## config.mk

```make
export PLATFORM = sky130hd
export DESIGN_NAME = engine_read_write_generator
export DESIGN_NICKNAME = d
export VERILOG_FILES = /design/src/rtl/rw_gen_pkg.sv /design/src/rtl/sync_fifo.sv /design/src/rtl/rw_gen_control.sv /design/src/rtl/rw_gen_kernel.sv /design/src/rtl/rw_gen_response_path.sv /design/src/rtl/engine_read_write_generator.sv
export SDC_FILE = /design/constraint.sdc
export NUM_CORES = 2
export LEC_CHECK = 0
export ABC_AREA = 1
export BUFFER_PORTS_ARGS = -buffer_cell sky130_fd_sc_hd__buf_4
export CORE_ASPECT_RATIO = 0.7
export CORE_MARGIN = 3
export CORE_UTILIZATION = 35
export CTS_BUF_LIST = sky130_fd_sc_hd__clkbuf_16
export DETAILED_ROUTE_END_ITERATION = 16
export GPL_TIMING_DRIVEN = 1
export PLACE_DENSITY = 0.56
export SETUP_SLACK_MARGIN = 0.02
export SLEW_MARGIN = 20
export SYNTH_ARGS = -nofsm -noshare
export SYNTH_HDL_FRONTEND = slang
export SYNTH_SLANG_ARGS = --single-unit
```

## constraint.sdc

```tcl
create_clock -name ap_clk -period 9.57 [get_ports ap_clk]
set_input_delay 1.914 -clock ap_clk [delete_from_list [all_inputs] [get_ports ap_clk]]
set_output_delay 1.914 -clock ap_clk [all_outputs]
set_load 0.005 [all_outputs]
```

## src/rtl/rw_gen_pkg.sv

```systemverilog
package rw_gen_pkg;

// ------------------------------
// Widths
// ------------------------------
    localparam int ADDR_W  = 32;
    localparam int DATA_W  = 32;
    localparam int COUNT_W = 16;

// ------------------------------
// FIFO sizing
// ------------------------------
    localparam int FIFO_DEPTH  = 16;
    // Fill level where prog_full rises
    localparam int PROG_THRESH = 8;

// ------------------------------
// Vector types
// ------------------------------
    typedef logic [ADDR_W-1:0]  addr_t;
    typedef logic [DATA_W-1:0]  data_t;
    typedef logic [COUNT_W-1:0] count_t;

// ------------------------------
// Job states
// ------------------------------
    typedef enum logic [3:0] {
        RESET,
        IDLE,
        SETUP_REQ,
        SETUP_WAIT,
        START,
        BUSY,
        PAUSE,
        DRAIN,
        DONE
    } gen_state_t;

endpackage : rw_gen_pkg

```

## src/rtl/sync_fifo.sv

```systemverilog
`timescale 1ns/1ps

module sync_fifo #(
    parameter int WIDTH  = 32,
    parameter int DEPTH  = 16,
    parameter int THRESH = 8
) (
    input  logic             ap_clk,
    input  logic             areset_generator,
    input  logic             wr_en,
    input  logic [WIDTH-1:0] din,
    input  logic             rd_en,
    output logic [WIDTH-1:0] dout,
    output logic             valid,
    output logic             empty,
    output logic             full,
    output logic             prog_full
);

    localparam int PTR_W = $clog2(DEPTH);
    localparam int CNT_W = $clog2(DEPTH + 1);

    logic [WIDTH-1:0] mem [DEPTH];
    logic [PTR_W-1:0] wr_ptr;
    logic [PTR_W-1:0] rd_ptr;
    logic [CNT_W-1:0] fill;
    logic             push;
    logic             pop;

    assign push = wr_en & ~full;
    assign pop  = rd_en & ~empty;

    assign empty     = (fill == '0);
    assign full      = (fill == CNT_W'(DEPTH));
    assign prog_full = (fill >= CNT_W'(THRESH));

    // Pointers, fill level and read strobe
    always_ff @(posedge ap_clk) begin
        if (areset_generator) begin
            wr_ptr <= '0;
            rd_ptr <= '0;
            fill   <= '0;
            valid  <= 1'b0;
        end else begin
            valid <= pop;
            if (push) begin
                wr_ptr <= wr_ptr + 1'b1;
            end
            if (pop) begin
                rd_ptr <= rd_ptr + 1'b1;
            end
            case ({push, pop})
                2'b10:   fill <= fill + 1'b1;
                2'b01:   fill <= fill - 1'b1;
                default: fill <= fill;
            endcase
        end
    end

    // Storage and registered read port
    always_ff @(posedge ap_clk) begin
        if (push) begin
            mem[wr_ptr] <= din;
        end
        if (pop) begin
            dout <= mem[rd_ptr];
        end
    end

    push_while_full: assert property (
        @(posedge ap_clk) disable iff (areset_generator) wr_en |-> !full
    ) else $error("sync_fifo: push while full, word dropped");

endmodule : sync_fifo

```

## src/rtl/rw_gen_control.sv

```systemverilog
`timescale 1ns/1ps

module rw_gen_control (
    input  logic               ap_clk,
    input  logic               areset_generator,
    input  logic               descriptor_valid,
    input  logic               config_ready,
    input  logic               config_valid,
    input  rw_gen_pkg::count_t config_count,
    input  logic               config_mode_counter,
    input  logic               item_taken,
    input  logic               request_prog_full,
    input  logic               fifos_empty,
    input  logic               counter_zero,
    output logic               config_request,
    output logic               gen_enable,
    output logic               done
);

    rw_gen_pkg::gen_state_t state;
    rw_gen_pkg::gen_state_t next_state;
    rw_gen_pkg::count_t     job_count;
    rw_gen_pkg::count_t     item_count;
    logic                   mode_counter;
    logic                   desc_pending;
    logic                   job_request;
    logic                   all_taken;

    // A descriptor may wait here until the config source is ready
    assign job_request = (descriptor_valid | desc_pending) & config_ready;
    assign all_taken   = (item_count == job_count);

// ------------------------------
// State register
// ------------------------------
    always_ff @(posedge ap_clk) begin
        if (areset_generator) begin
            state <= rw_gen_pkg::RESET;
        end else begin
            state <= next_state;
        end
    end

    always_comb begin
        next_state = state;
        case (state)
            rw_gen_pkg::RESET: next_state = rw_gen_pkg::IDLE;
            rw_gen_pkg::IDLE, rw_gen_pkg::DONE: begin
                if (job_request) begin
                    next_state = rw_gen_pkg::SETUP_REQ;
                end else if (descriptor_valid) begin
                    next_state = rw_gen_pkg::IDLE;
                end
            end
            rw_gen_pkg::SETUP_REQ: next_state = rw_gen_pkg::SETUP_WAIT;
            rw_gen_pkg::SETUP_WAIT: begin
                if (config_valid) begin
                    next_state = rw_gen_pkg::START;
                end
            end
            rw_gen_pkg::START: next_state = rw_gen_pkg::BUSY;
            rw_gen_pkg::BUSY: begin
                if (all_taken) begin
                    next_state = rw_gen_pkg::DRAIN;
                end else if (request_prog_full) begin
                    next_state = rw_gen_pkg::PAUSE;
                end
            end
            rw_gen_pkg::PAUSE: begin
                if (!request_prog_full) begin
                    next_state = rw_gen_pkg::BUSY;
                end
            end
            rw_gen_pkg::DRAIN: begin
                // Counter mode also waits for every response
                if (fifos_empty && (counter_zero || !mode_counter)) begin
                    next_state = rw_gen_pkg::DONE;
                end
            end
            default: next_state = rw_gen_pkg::RESET;
        endcase
    end

// ------------------------------
// Job bookkeeping
// ------------------------------
    always_ff @(posedge ap_clk) begin
        if (areset_generator) begin
            desc_pending <= 1'b0;
            job_count    <= '0;
            mode_counter <= 1'b0;
            item_count   <= '0;
        end else begin
            if (next_state == rw_gen_pkg::SETUP_REQ) begin
                desc_pending <= 1'b0;
            end else if (descriptor_valid) begin
                desc_pending <= 1'b1;
            end
            if (state == rw_gen_pkg::SETUP_WAIT && config_valid) begin
                job_count    <= config_count;
                mode_counter <= config_mode_counter;
            end
            if (state == rw_gen_pkg::START) begin
                item_count <= '0;
            end else if (item_taken) begin
                item_count <= item_count + 1'b1;
            end
        end
    end

    assign config_request = (state == rw_gen_pkg::SETUP_REQ);
    assign gen_enable     = (state == rw_gen_pkg::BUSY) && !all_taken;
    assign done           = (state == rw_gen_pkg::DONE);

    config_only_when_asked: assert property (
        @(posedge ap_clk) disable iff (areset_generator)
        config_valid |-> state == rw_gen_pkg::SETUP_WAIT
    ) else $error("rw_gen_control: config_valid outside SETUP_WAIT");

endmodule : rw_gen_control

```

## src/rtl/rw_gen_kernel.sv

```systemverilog
`timescale 1ns/1ps

module rw_gen_kernel (
    input  logic              ap_clk,
    input  logic              areset_generator,
    input  logic              clear,
    input  logic              item_valid,
    input  rw_gen_pkg::data_t item_data,
    input  rw_gen_pkg::addr_t base_address,
    input  rw_gen_pkg::addr_t stride,
    input  logic              write_mode,
    output logic              request_valid,
    output rw_gen_pkg::addr_t request_address,
    output rw_gen_pkg::data_t request_data,
    output logic              request_write,
    output logic              busy
);

    rw_gen_pkg::count_t index;
    rw_gen_pkg::addr_t  offset;

    // Stage one: index of the item now on the FIFO output
    always_ff @(posedge ap_clk) begin
        if (areset_generator || clear) begin
            index <= '0;
        end else if (item_valid) begin
            index <= index + 1'b1;
        end
    end

    assign offset = stride * rw_gen_pkg::addr_t'(index);

    // Stage two: full address, data select and push strobe
    always_ff @(posedge ap_clk) begin
        if (areset_generator) begin
            request_valid <= 1'b0;
        end else begin
            request_valid <= item_valid;
        end
    end

    always_ff @(posedge ap_clk) begin
        request_address <= base_address + offset;
        request_data    <= write_mode ? item_data : '0;
        request_write   <= write_mode;
    end

    assign busy = item_valid | request_valid;

endmodule : rw_gen_kernel

```

## src/rtl/rw_gen_response_path.sv

```systemverilog
`timescale 1ns/1ps

module rw_gen_response_path (
    input  logic              ap_clk,
    input  logic              areset_generator,
    input  logic              request_sent,
    input  logic              memory_in_valid,
    input  rw_gen_pkg::addr_t memory_in_address,
    input  rw_gen_pkg::data_t memory_in_data,
    input  logic              engine_out_ready,
    output logic              engine_out_valid,
    output rw_gen_pkg::addr_t engine_out_address,
    output rw_gen_pkg::data_t engine_out_data,
    output logic              memory_in_ready,
    output logic              counter_zero
);

    rw_gen_pkg::count_t outstanding;

// ------------------------------
// Response forwarding
// ------------------------------
    always_ff @(posedge ap_clk) begin
        if (areset_generator) begin
            memory_in_ready  <= 1'b0;
            engine_out_valid <= 1'b0;
        end else begin
            memory_in_ready  <= engine_out_ready;
            engine_out_valid <= memory_in_valid & memory_in_ready;
        end
    end

    always_ff @(posedge ap_clk) begin
        engine_out_address <= memory_in_address;
        engine_out_data    <= memory_in_data;
    end

// ------------------------------
// Outstanding requests
// ------------------------------
    always_ff @(posedge ap_clk) begin
        if (areset_generator) begin
            outstanding <= '0;
        end else begin
            case ({request_sent, engine_out_valid})
                2'b10:   outstanding <= outstanding + 1'b1;
                2'b01:   outstanding <= outstanding - 1'b1;
                default: outstanding <= outstanding;
            endcase
        end
    end

    assign counter_zero = (outstanding == '0);

    // Memory must not answer more requests than were sent
    no_counter_underflow: assert property (
        @(posedge ap_clk) disable iff (areset_generator)
        (engine_out_valid && !request_sent) |-> !counter_zero
    ) else $error("rw_gen_response_path: response without outstanding request");

endmodule : rw_gen_response_path

```

## src/rtl/engine_read_write_generator.sv

```systemverilog
`timescale 1ns/1ps

module engine_read_write_generator (
    input  logic               ap_clk,
    input  logic               areset_generator,
    input  logic               descriptor_valid,
    input  logic               config_ready,
    output logic               config_request,
    input  logic               config_valid,
    input  rw_gen_pkg::addr_t  config_base_address,
    input  rw_gen_pkg::addr_t  config_stride,
    input  rw_gen_pkg::count_t config_count,
    input  logic               config_write_mode,
    input  logic               config_mode_counter,
    input  logic               engine_in_valid,
    input  rw_gen_pkg::data_t  engine_in_data,
    output logic               engine_in_ready,
    input  logic               memory_out_ready,
    output logic               memory_out_valid,
    output rw_gen_pkg::addr_t  memory_out_address,
    output rw_gen_pkg::data_t  memory_out_data,
    output logic               memory_out_write,
    input  logic               memory_in_valid,
    input  rw_gen_pkg::addr_t  memory_in_address,
    input  rw_gen_pkg::data_t  memory_in_data,
    output logic               memory_in_ready,
    input  logic               engine_out_ready,
    output logic               engine_out_valid,
    output rw_gen_pkg::addr_t  engine_out_address,
    output rw_gen_pkg::data_t  engine_out_data,
    output logic               done
);

    localparam int REQ_W = rw_gen_pkg::ADDR_W + rw_gen_pkg::DATA_W + 1;

    rw_gen_pkg::addr_t base_address;
    rw_gen_pkg::addr_t stride;
    logic              write_mode;

    logic              gen_enable;
    logic              in_pop;
    logic              in_empty;
    logic              in_prog_full;
    logic              item_valid;
    rw_gen_pkg::data_t item_data;

    logic              kernel_valid;
    rw_gen_pkg::addr_t kernel_address;
    rw_gen_pkg::data_t kernel_data;
    logic              kernel_write;
    logic              kernel_busy;

    logic              req_empty;
    logic              req_prog_full;
    logic [REQ_W-1:0]  req_dout;
    logic              fifos_empty;
    logic              counter_zero;

    // Job configuration for the kernel
    always_ff @(posedge ap_clk) begin
        if (config_valid) begin
            base_address <= config_base_address;
            stride       <= config_stride;
            write_mode   <= config_write_mode;
        end
    end

// ------------------------------
// Engine input FIFO
// ------------------------------
    assign in_pop          = ~in_empty & gen_enable & ~req_prog_full;
    assign engine_in_ready = ~in_prog_full;

    sync_fifo #(
        .WIDTH (rw_gen_pkg::DATA_W),
        .DEPTH (rw_gen_pkg::FIFO_DEPTH),
        .THRESH(rw_gen_pkg::PROG_THRESH)
    ) u_in_fifo (
        .ap_clk          (ap_clk),
        .areset_generator(areset_generator),
        .wr_en           (engine_in_valid),
        .din             (engine_in_data),
        .rd_en           (in_pop),
        .dout            (item_data),
        .valid           (item_valid),
        .empty           (in_empty),
        .full            (),
        .prog_full       (in_prog_full)
    );

    rw_gen_kernel u_kernel (
        .ap_clk          (ap_clk),
        .areset_generator(areset_generator),
        .clear           (config_request),
        .item_valid      (item_valid),
        .item_data       (item_data),
        .base_address    (base_address),
        .stride          (stride),
        .write_mode      (write_mode),
        .request_valid   (kernel_valid),
        .request_address (kernel_address),
        .request_data    (kernel_data),
        .request_write   (kernel_write),
        .busy            (kernel_busy)
    );

// ------------------------------
// Memory request FIFO
// ------------------------------
    sync_fifo #(
        .WIDTH (REQ_W),
        .DEPTH (rw_gen_pkg::FIFO_DEPTH),
        .THRESH(rw_gen_pkg::PROG_THRESH)
    ) u_req_fifo (
        .ap_clk          (ap_clk),
        .areset_generator(areset_generator),
        .wr_en           (kernel_valid),
        .din             ({kernel_address, kernel_data, kernel_write}),
        .rd_en           (memory_out_ready),
        .dout            (req_dout),
        .valid           (memory_out_valid),
        .empty           (req_empty),
        .full            (),
        .prog_full       (req_prog_full)
    );

    assign {memory_out_address, memory_out_data, memory_out_write} = req_dout;

    // A request leaving the FIFO still counts until it shows on the port
    assign fifos_empty = in_empty & req_empty & ~kernel_busy & ~memory_out_valid;

    rw_gen_control u_control (
        .ap_clk             (ap_clk),
        .areset_generator   (areset_generator),
        .descriptor_valid   (descriptor_valid),
        .config_ready       (config_ready),
        .config_valid       (config_valid),
        .config_count       (config_count),
        .config_mode_counter(config_mode_counter),
        .item_taken         (in_pop),
        .request_prog_full  (req_prog_full),
        .fifos_empty        (fifos_empty),
        .counter_zero       (counter_zero),
        .config_request     (config_request),
        .gen_enable         (gen_enable),
        .done               (done)
    );

    rw_gen_response_path u_response (
        .ap_clk            (ap_clk),
        .areset_generator  (areset_generator),
        .request_sent      (memory_out_valid),
        .memory_in_valid   (memory_in_valid),
        .memory_in_address (memory_in_address),
        .memory_in_data    (memory_in_data),
        .engine_out_ready  (engine_out_ready),
        .engine_out_valid  (engine_out_valid),
        .engine_out_address(engine_out_address),
        .engine_out_data   (engine_out_data),
        .memory_in_ready   (memory_in_ready),
        .counter_zero      (counter_zero)
    );

endmodule : engine_read_write_generator

```

==> run_results.csv <==
group,metric,value,unit
place,place_hpwl,142,mm
power_and_ir_drop,intPower,0.0149,W
timing,drv_slew,0,
timing,fin_setup_tns,0,ns
die,core_area,246000,um2
run,max-cap-violations,0,
outcome,status,"complete, no violations",
final_layout,layout-drive-gt1-share,10.4,%
critical_path,rrSetupSlack,3.43,ns
critical_path,worstSetupPathType,"flop to flop",
critical_path,cp-end-kind,"flop",
yosys,syn_inst,6966,
die,die_h,422,um
die,rows,152,
min_path,hold_path_class,"flop to flop",
yosys,ys_types,50,
global_routing,grt_pass1_vias,53900,
routing,drc,0,
place,io_buffers,321,
die,start_util,35.3,%
clock_network,post_cts_resized,0,
yosys,syn_nets,7593,
power_and_ir_drop,switching_share,26.8,%
critical_path,slowest_delay,1.06,ns
timing,period_needed,6.14,ns
routing,ant_nets,0,
final_layout,fillers,23000,
power_and_ir_drop,p_leak,36.8,nW
die,dieWidth,601,um
clock_network,postCtsSetupRepairBufs,0,
timing,max_freq,163,MHz
global_routing,antenna_found_initial,23,
timing,tightest_slew,1.16,ns
global_routing,grt_pass1_wl,358,mm
power_and_ir_drop,p_sw,0.00546,W
yosys,synth-compound-area-share,8.64,%
yosys,synth_simple_gate_area_share,8.99,%
yosys,synthMuxAreaShare,2.11,%
yosys,synth_seq_area_share,64.7,%
yosys,ys_ff_latch,1944,
clock_network,clk_pin_slew,0.06,ns
yosys,synth_fa_ha_area_share,9.27,%
routing,first_iter_violations,5153,
power_and_ir_drop,power.clock.fraction,37.7,%
power_and_ir_drop,power_density,206,nW/um2
critical_path,path_buf_inv,5,
global_routing,grt_usage,18.7,%
yosys,ys_warn_count,0,
routing,dr.pass1.iters,6,
power_and_ir_drop,pwr-share-comb,13.9,%
clock_network,cts_root_buffer,"clkbuf_16",
clock_network,cts.path.max_buffers,4,
critical_path,startpoint_type,"flop",
yosys,synth_edf_count,1714,
routing,wire_per_inst,22.7,um
yosys,syn_avg_cell_area,12.4,um2
clock_network,h-tree-depth,4,
critical_path,cp.arrival,6.82,ns
critical_path,cp_slowest_cell,"dfxtp_1",
power_and_ir_drop,p_seq_share,48.4,%
timing,fin_ws,3.43,ns
clock_network,insertion_delay,0.85,ns
routing,viasPerCell,5.10,
yosys,synthFlopType,"edfxtp_1",
die,fp.dieArea,254000,um2
timing,setup_viol,0,
global_routing,globalRouteOverflowTotal,0,
critical_path,crit_path_frequent_cell,"fa_1",
yosys,netlist_area,86600,um2
final_layout,finalNetCount,7813,
yosys,synth_top_family_by_area,"adder cells",
critical_path,path_max_fanout,29,
yosys,synthXorXnorAreaFrac,0.738,%
routing,vias,54300,
timing,fin_crit_sh,64.1,%
clock_network,cts_buffers,197,
critical_path,crit_required,10.25,ns
global_routing,grt_max_degree,126,
clock_network,cts_tree,"built",
clock_network,cts.sinks,1944,
timing,rsz0062_at_grt,"no",
timing,skew,0.0670,ns
routing,drt-total-wl,242,mm
timing,final-hold-violation-count,0,
final_layout,area_delta_synth_final,14.1,%
power_and_ir_drop,irDropWorstVdd,0.176,mV
die,ioPinCount,322,
critical_path,crit_family,"adder cells",
timing,max_slew_margin,23.0,%
place,place_congestion,0.839,
clock_network,holdBufCountCts,0,
final_layout,fin_util,40.2,%
yosys,async_reset_ff_share,0,%
critical_path,worstPathCellList,"nand2_1 > fa_1 > inv_1 > fa_1 > inv_1 > fa_1 > inv_1 > fa_1 > fa_1 > inv_1 > fa_1 > inv_1 > ha_1 > a21oi_1 > o21ai_0 > a21oi_1 > nand2_1 > nand3_1 > o211ai_1 > nand3_1 > nand2_1",
place,preCtsSetupSlack,3.39,ns
[cells in the final DEF, fill, tap and decap left out, types with 6 or more instances in the layout]
cell type	Yosys	routed
xnor2_1	33	33
a21oi_1	205	205
inv_6	0	9
nand2_1	989	988
dfxtp_1	230	222
bufinv_16	0	22
inv_1	783	817
clkinvlp_4	0	6
diode_2	0	6
fa_1	337	337
nand3b_1	7	7
nor2_1	677	644
nor3_1	20	20
o21ai_0	499	499
clkbuf_16	0	200
buf_4	9	419
clkinv_2	0	28
nand3_1	179	179
nor2_4	3	35
nand4_1	54	54
o32ai_1	77	77
o22ai_1	39	39
xor2_1	40	40
o211ai_1	83	83
ha_1	103	103
edfxtp_1	1714	1714
a221oi_1	39	39
o221ai_1	209	209
mux2i_1	183	183
inv_2	7	11
clkinv_1	3	47
o21bai_1	7	7
a21o_1	9	9
[metrics by stage]
step / hold WS [ns] / std cells / cell area [um2] / total power, W
final: 0.433 / 10700 / 98800 / 0.0204
after global routing: 0.459 / 10700 / 98800 / 0.0213
after CTS: 0.433 / 10700 / 98700 / 0.0206
after detailed placement: 0.422 / 10300 / 92400 / 0.0129
after global placement: 0.414 / 10300 / 92400 / 0.0129
after floorplan: 0.403 / 6966 / 86600 / 0.0117
[routing by layer]
metal,wire [um],up-vias,GRT usage [%]
met1,111000,27400,27.1
met5,65,-,0
met4,4700,10,3.84
li1,-,24800,-
met3,19500,308,4.41
met2,107000,1817,28.5
[sequential cells by signal (all words and copies together) (netlist names), 4 cells and up]
| signal | flops |
|---|---|
| u_req_fifo.mem | 1040 |
| u_in_fifo.mem | 512 |
| u_req_fifo.dout | 65 |
| base_address | 32 |
| stride | 32 |
| u_in_fifo.dout | 32 |
| u_kernel.request_address | 32 |
| u_kernel.request_data | 32 |
| u_response.engine_out_address | 32 |
| u_response.engine_out_data | 32 |
| u_control.item_count | 16 |
| u_control.job_count | 16 |
| u_kernel.index | 16 |
| u_response.outstanding | 16 |
| u_in_fifo.fill | 5 |
| u_req_fifo.fill | 5 |
| u_control.state | 4 |
| u_in_fifo.rd_ptr | 4 |
| u_in_fifo.wr_ptr | 4 |
| u_req_fifo.rd_ptr | 4 |
| u_req_fifo.wr_ptr | 4 |
[layout make-up]
type	count	area, um2	area share [%]
antenna	6	15.0	0.0152
clock buffer	200	5000	5.06
clock inverter	156	1300	1.32
inverter	793	3000	3.03
multi-input combinational	3827	26000	26.3
sequential	1944	56100	56.8
tap	3311	4140	4.19
timing repair buffer	423	3240	3.28
[cell usage after synthesis, drive strengths merged, types with 2 or more instances]
library cell	instances	area, um2
a211oi	4	30.0
a21boi	2	15.0
a21o	9	67.6
a21oi	205	1030
a221oi	39	342
a31oi	3	18.8
and3	3	18.8
buf	133	800
clkbuf	269	1010
clkinv	3	11.3
dfxtp	230	4600
edfxtp	1714	51500
fa	337	6750
ha	103	1290
inv	790	2970
mux2i	183	1830
nand2	991	3720
nand3	179	896
nand3b	7	52.6
nand4	54	338
nor2	681	2580
nor3	22	120
nor4	5	37.5
o211ai	83	623
o21a	3	22.5
o21ai	503	2520
o21bai	7	52.6
o221ai	209	1830
o22ai	39	244
o32ai	77	674
or2	2	12.5
xnor2	33	289
xor2	40	350
[power by group through the flow]
stage	combinational (W)	sequential, W	clock, W
floorplan	0.00188	0.00987	0
global placement	0.00282	0.0100	0
detailed placement	0.00286	0.0101	0
CTS	0.00286	0.00987	0.00789
global route	0.00313	0.00990	0.00822
finish	0.00283	0.00986	0.00767
[worst register-to-register path, delay by kind of cell (launching register included)]
kind            cells  cell delay (ns)
flops               1             1.06
simple gates        5             0.62
compound gates      4             0.69
fa+ha+maj           7             3.41
buf+inv             5             0.26
[worst paths after layout]
path                         startpoint                            to  depth (start not counted)
min reg2reg  u_response.memory_in_ready   u_response.engine_out_valid                          2
max reg2reg           u_kernel.index[7]  u_kernel.request_address[31]                         21
min          u_response.memory_in_ready   u_response.engine_out_valid                          2
max                   u_kernel.index[7]  u_kernel.request_address[31]                         21
[logic make-up after synthesis]
logic type | count (synthesis)
AO/OA/AOI/OAI | 1186
multiplexers | 183
adder cells (fa/ha/maj) | 440
XOR/XNOR | 73
flip-flops | 1944
buffers and inverters | 1195
AND/OR/NAND/NOR | 1945
Power figures use the tool's default switching activity.
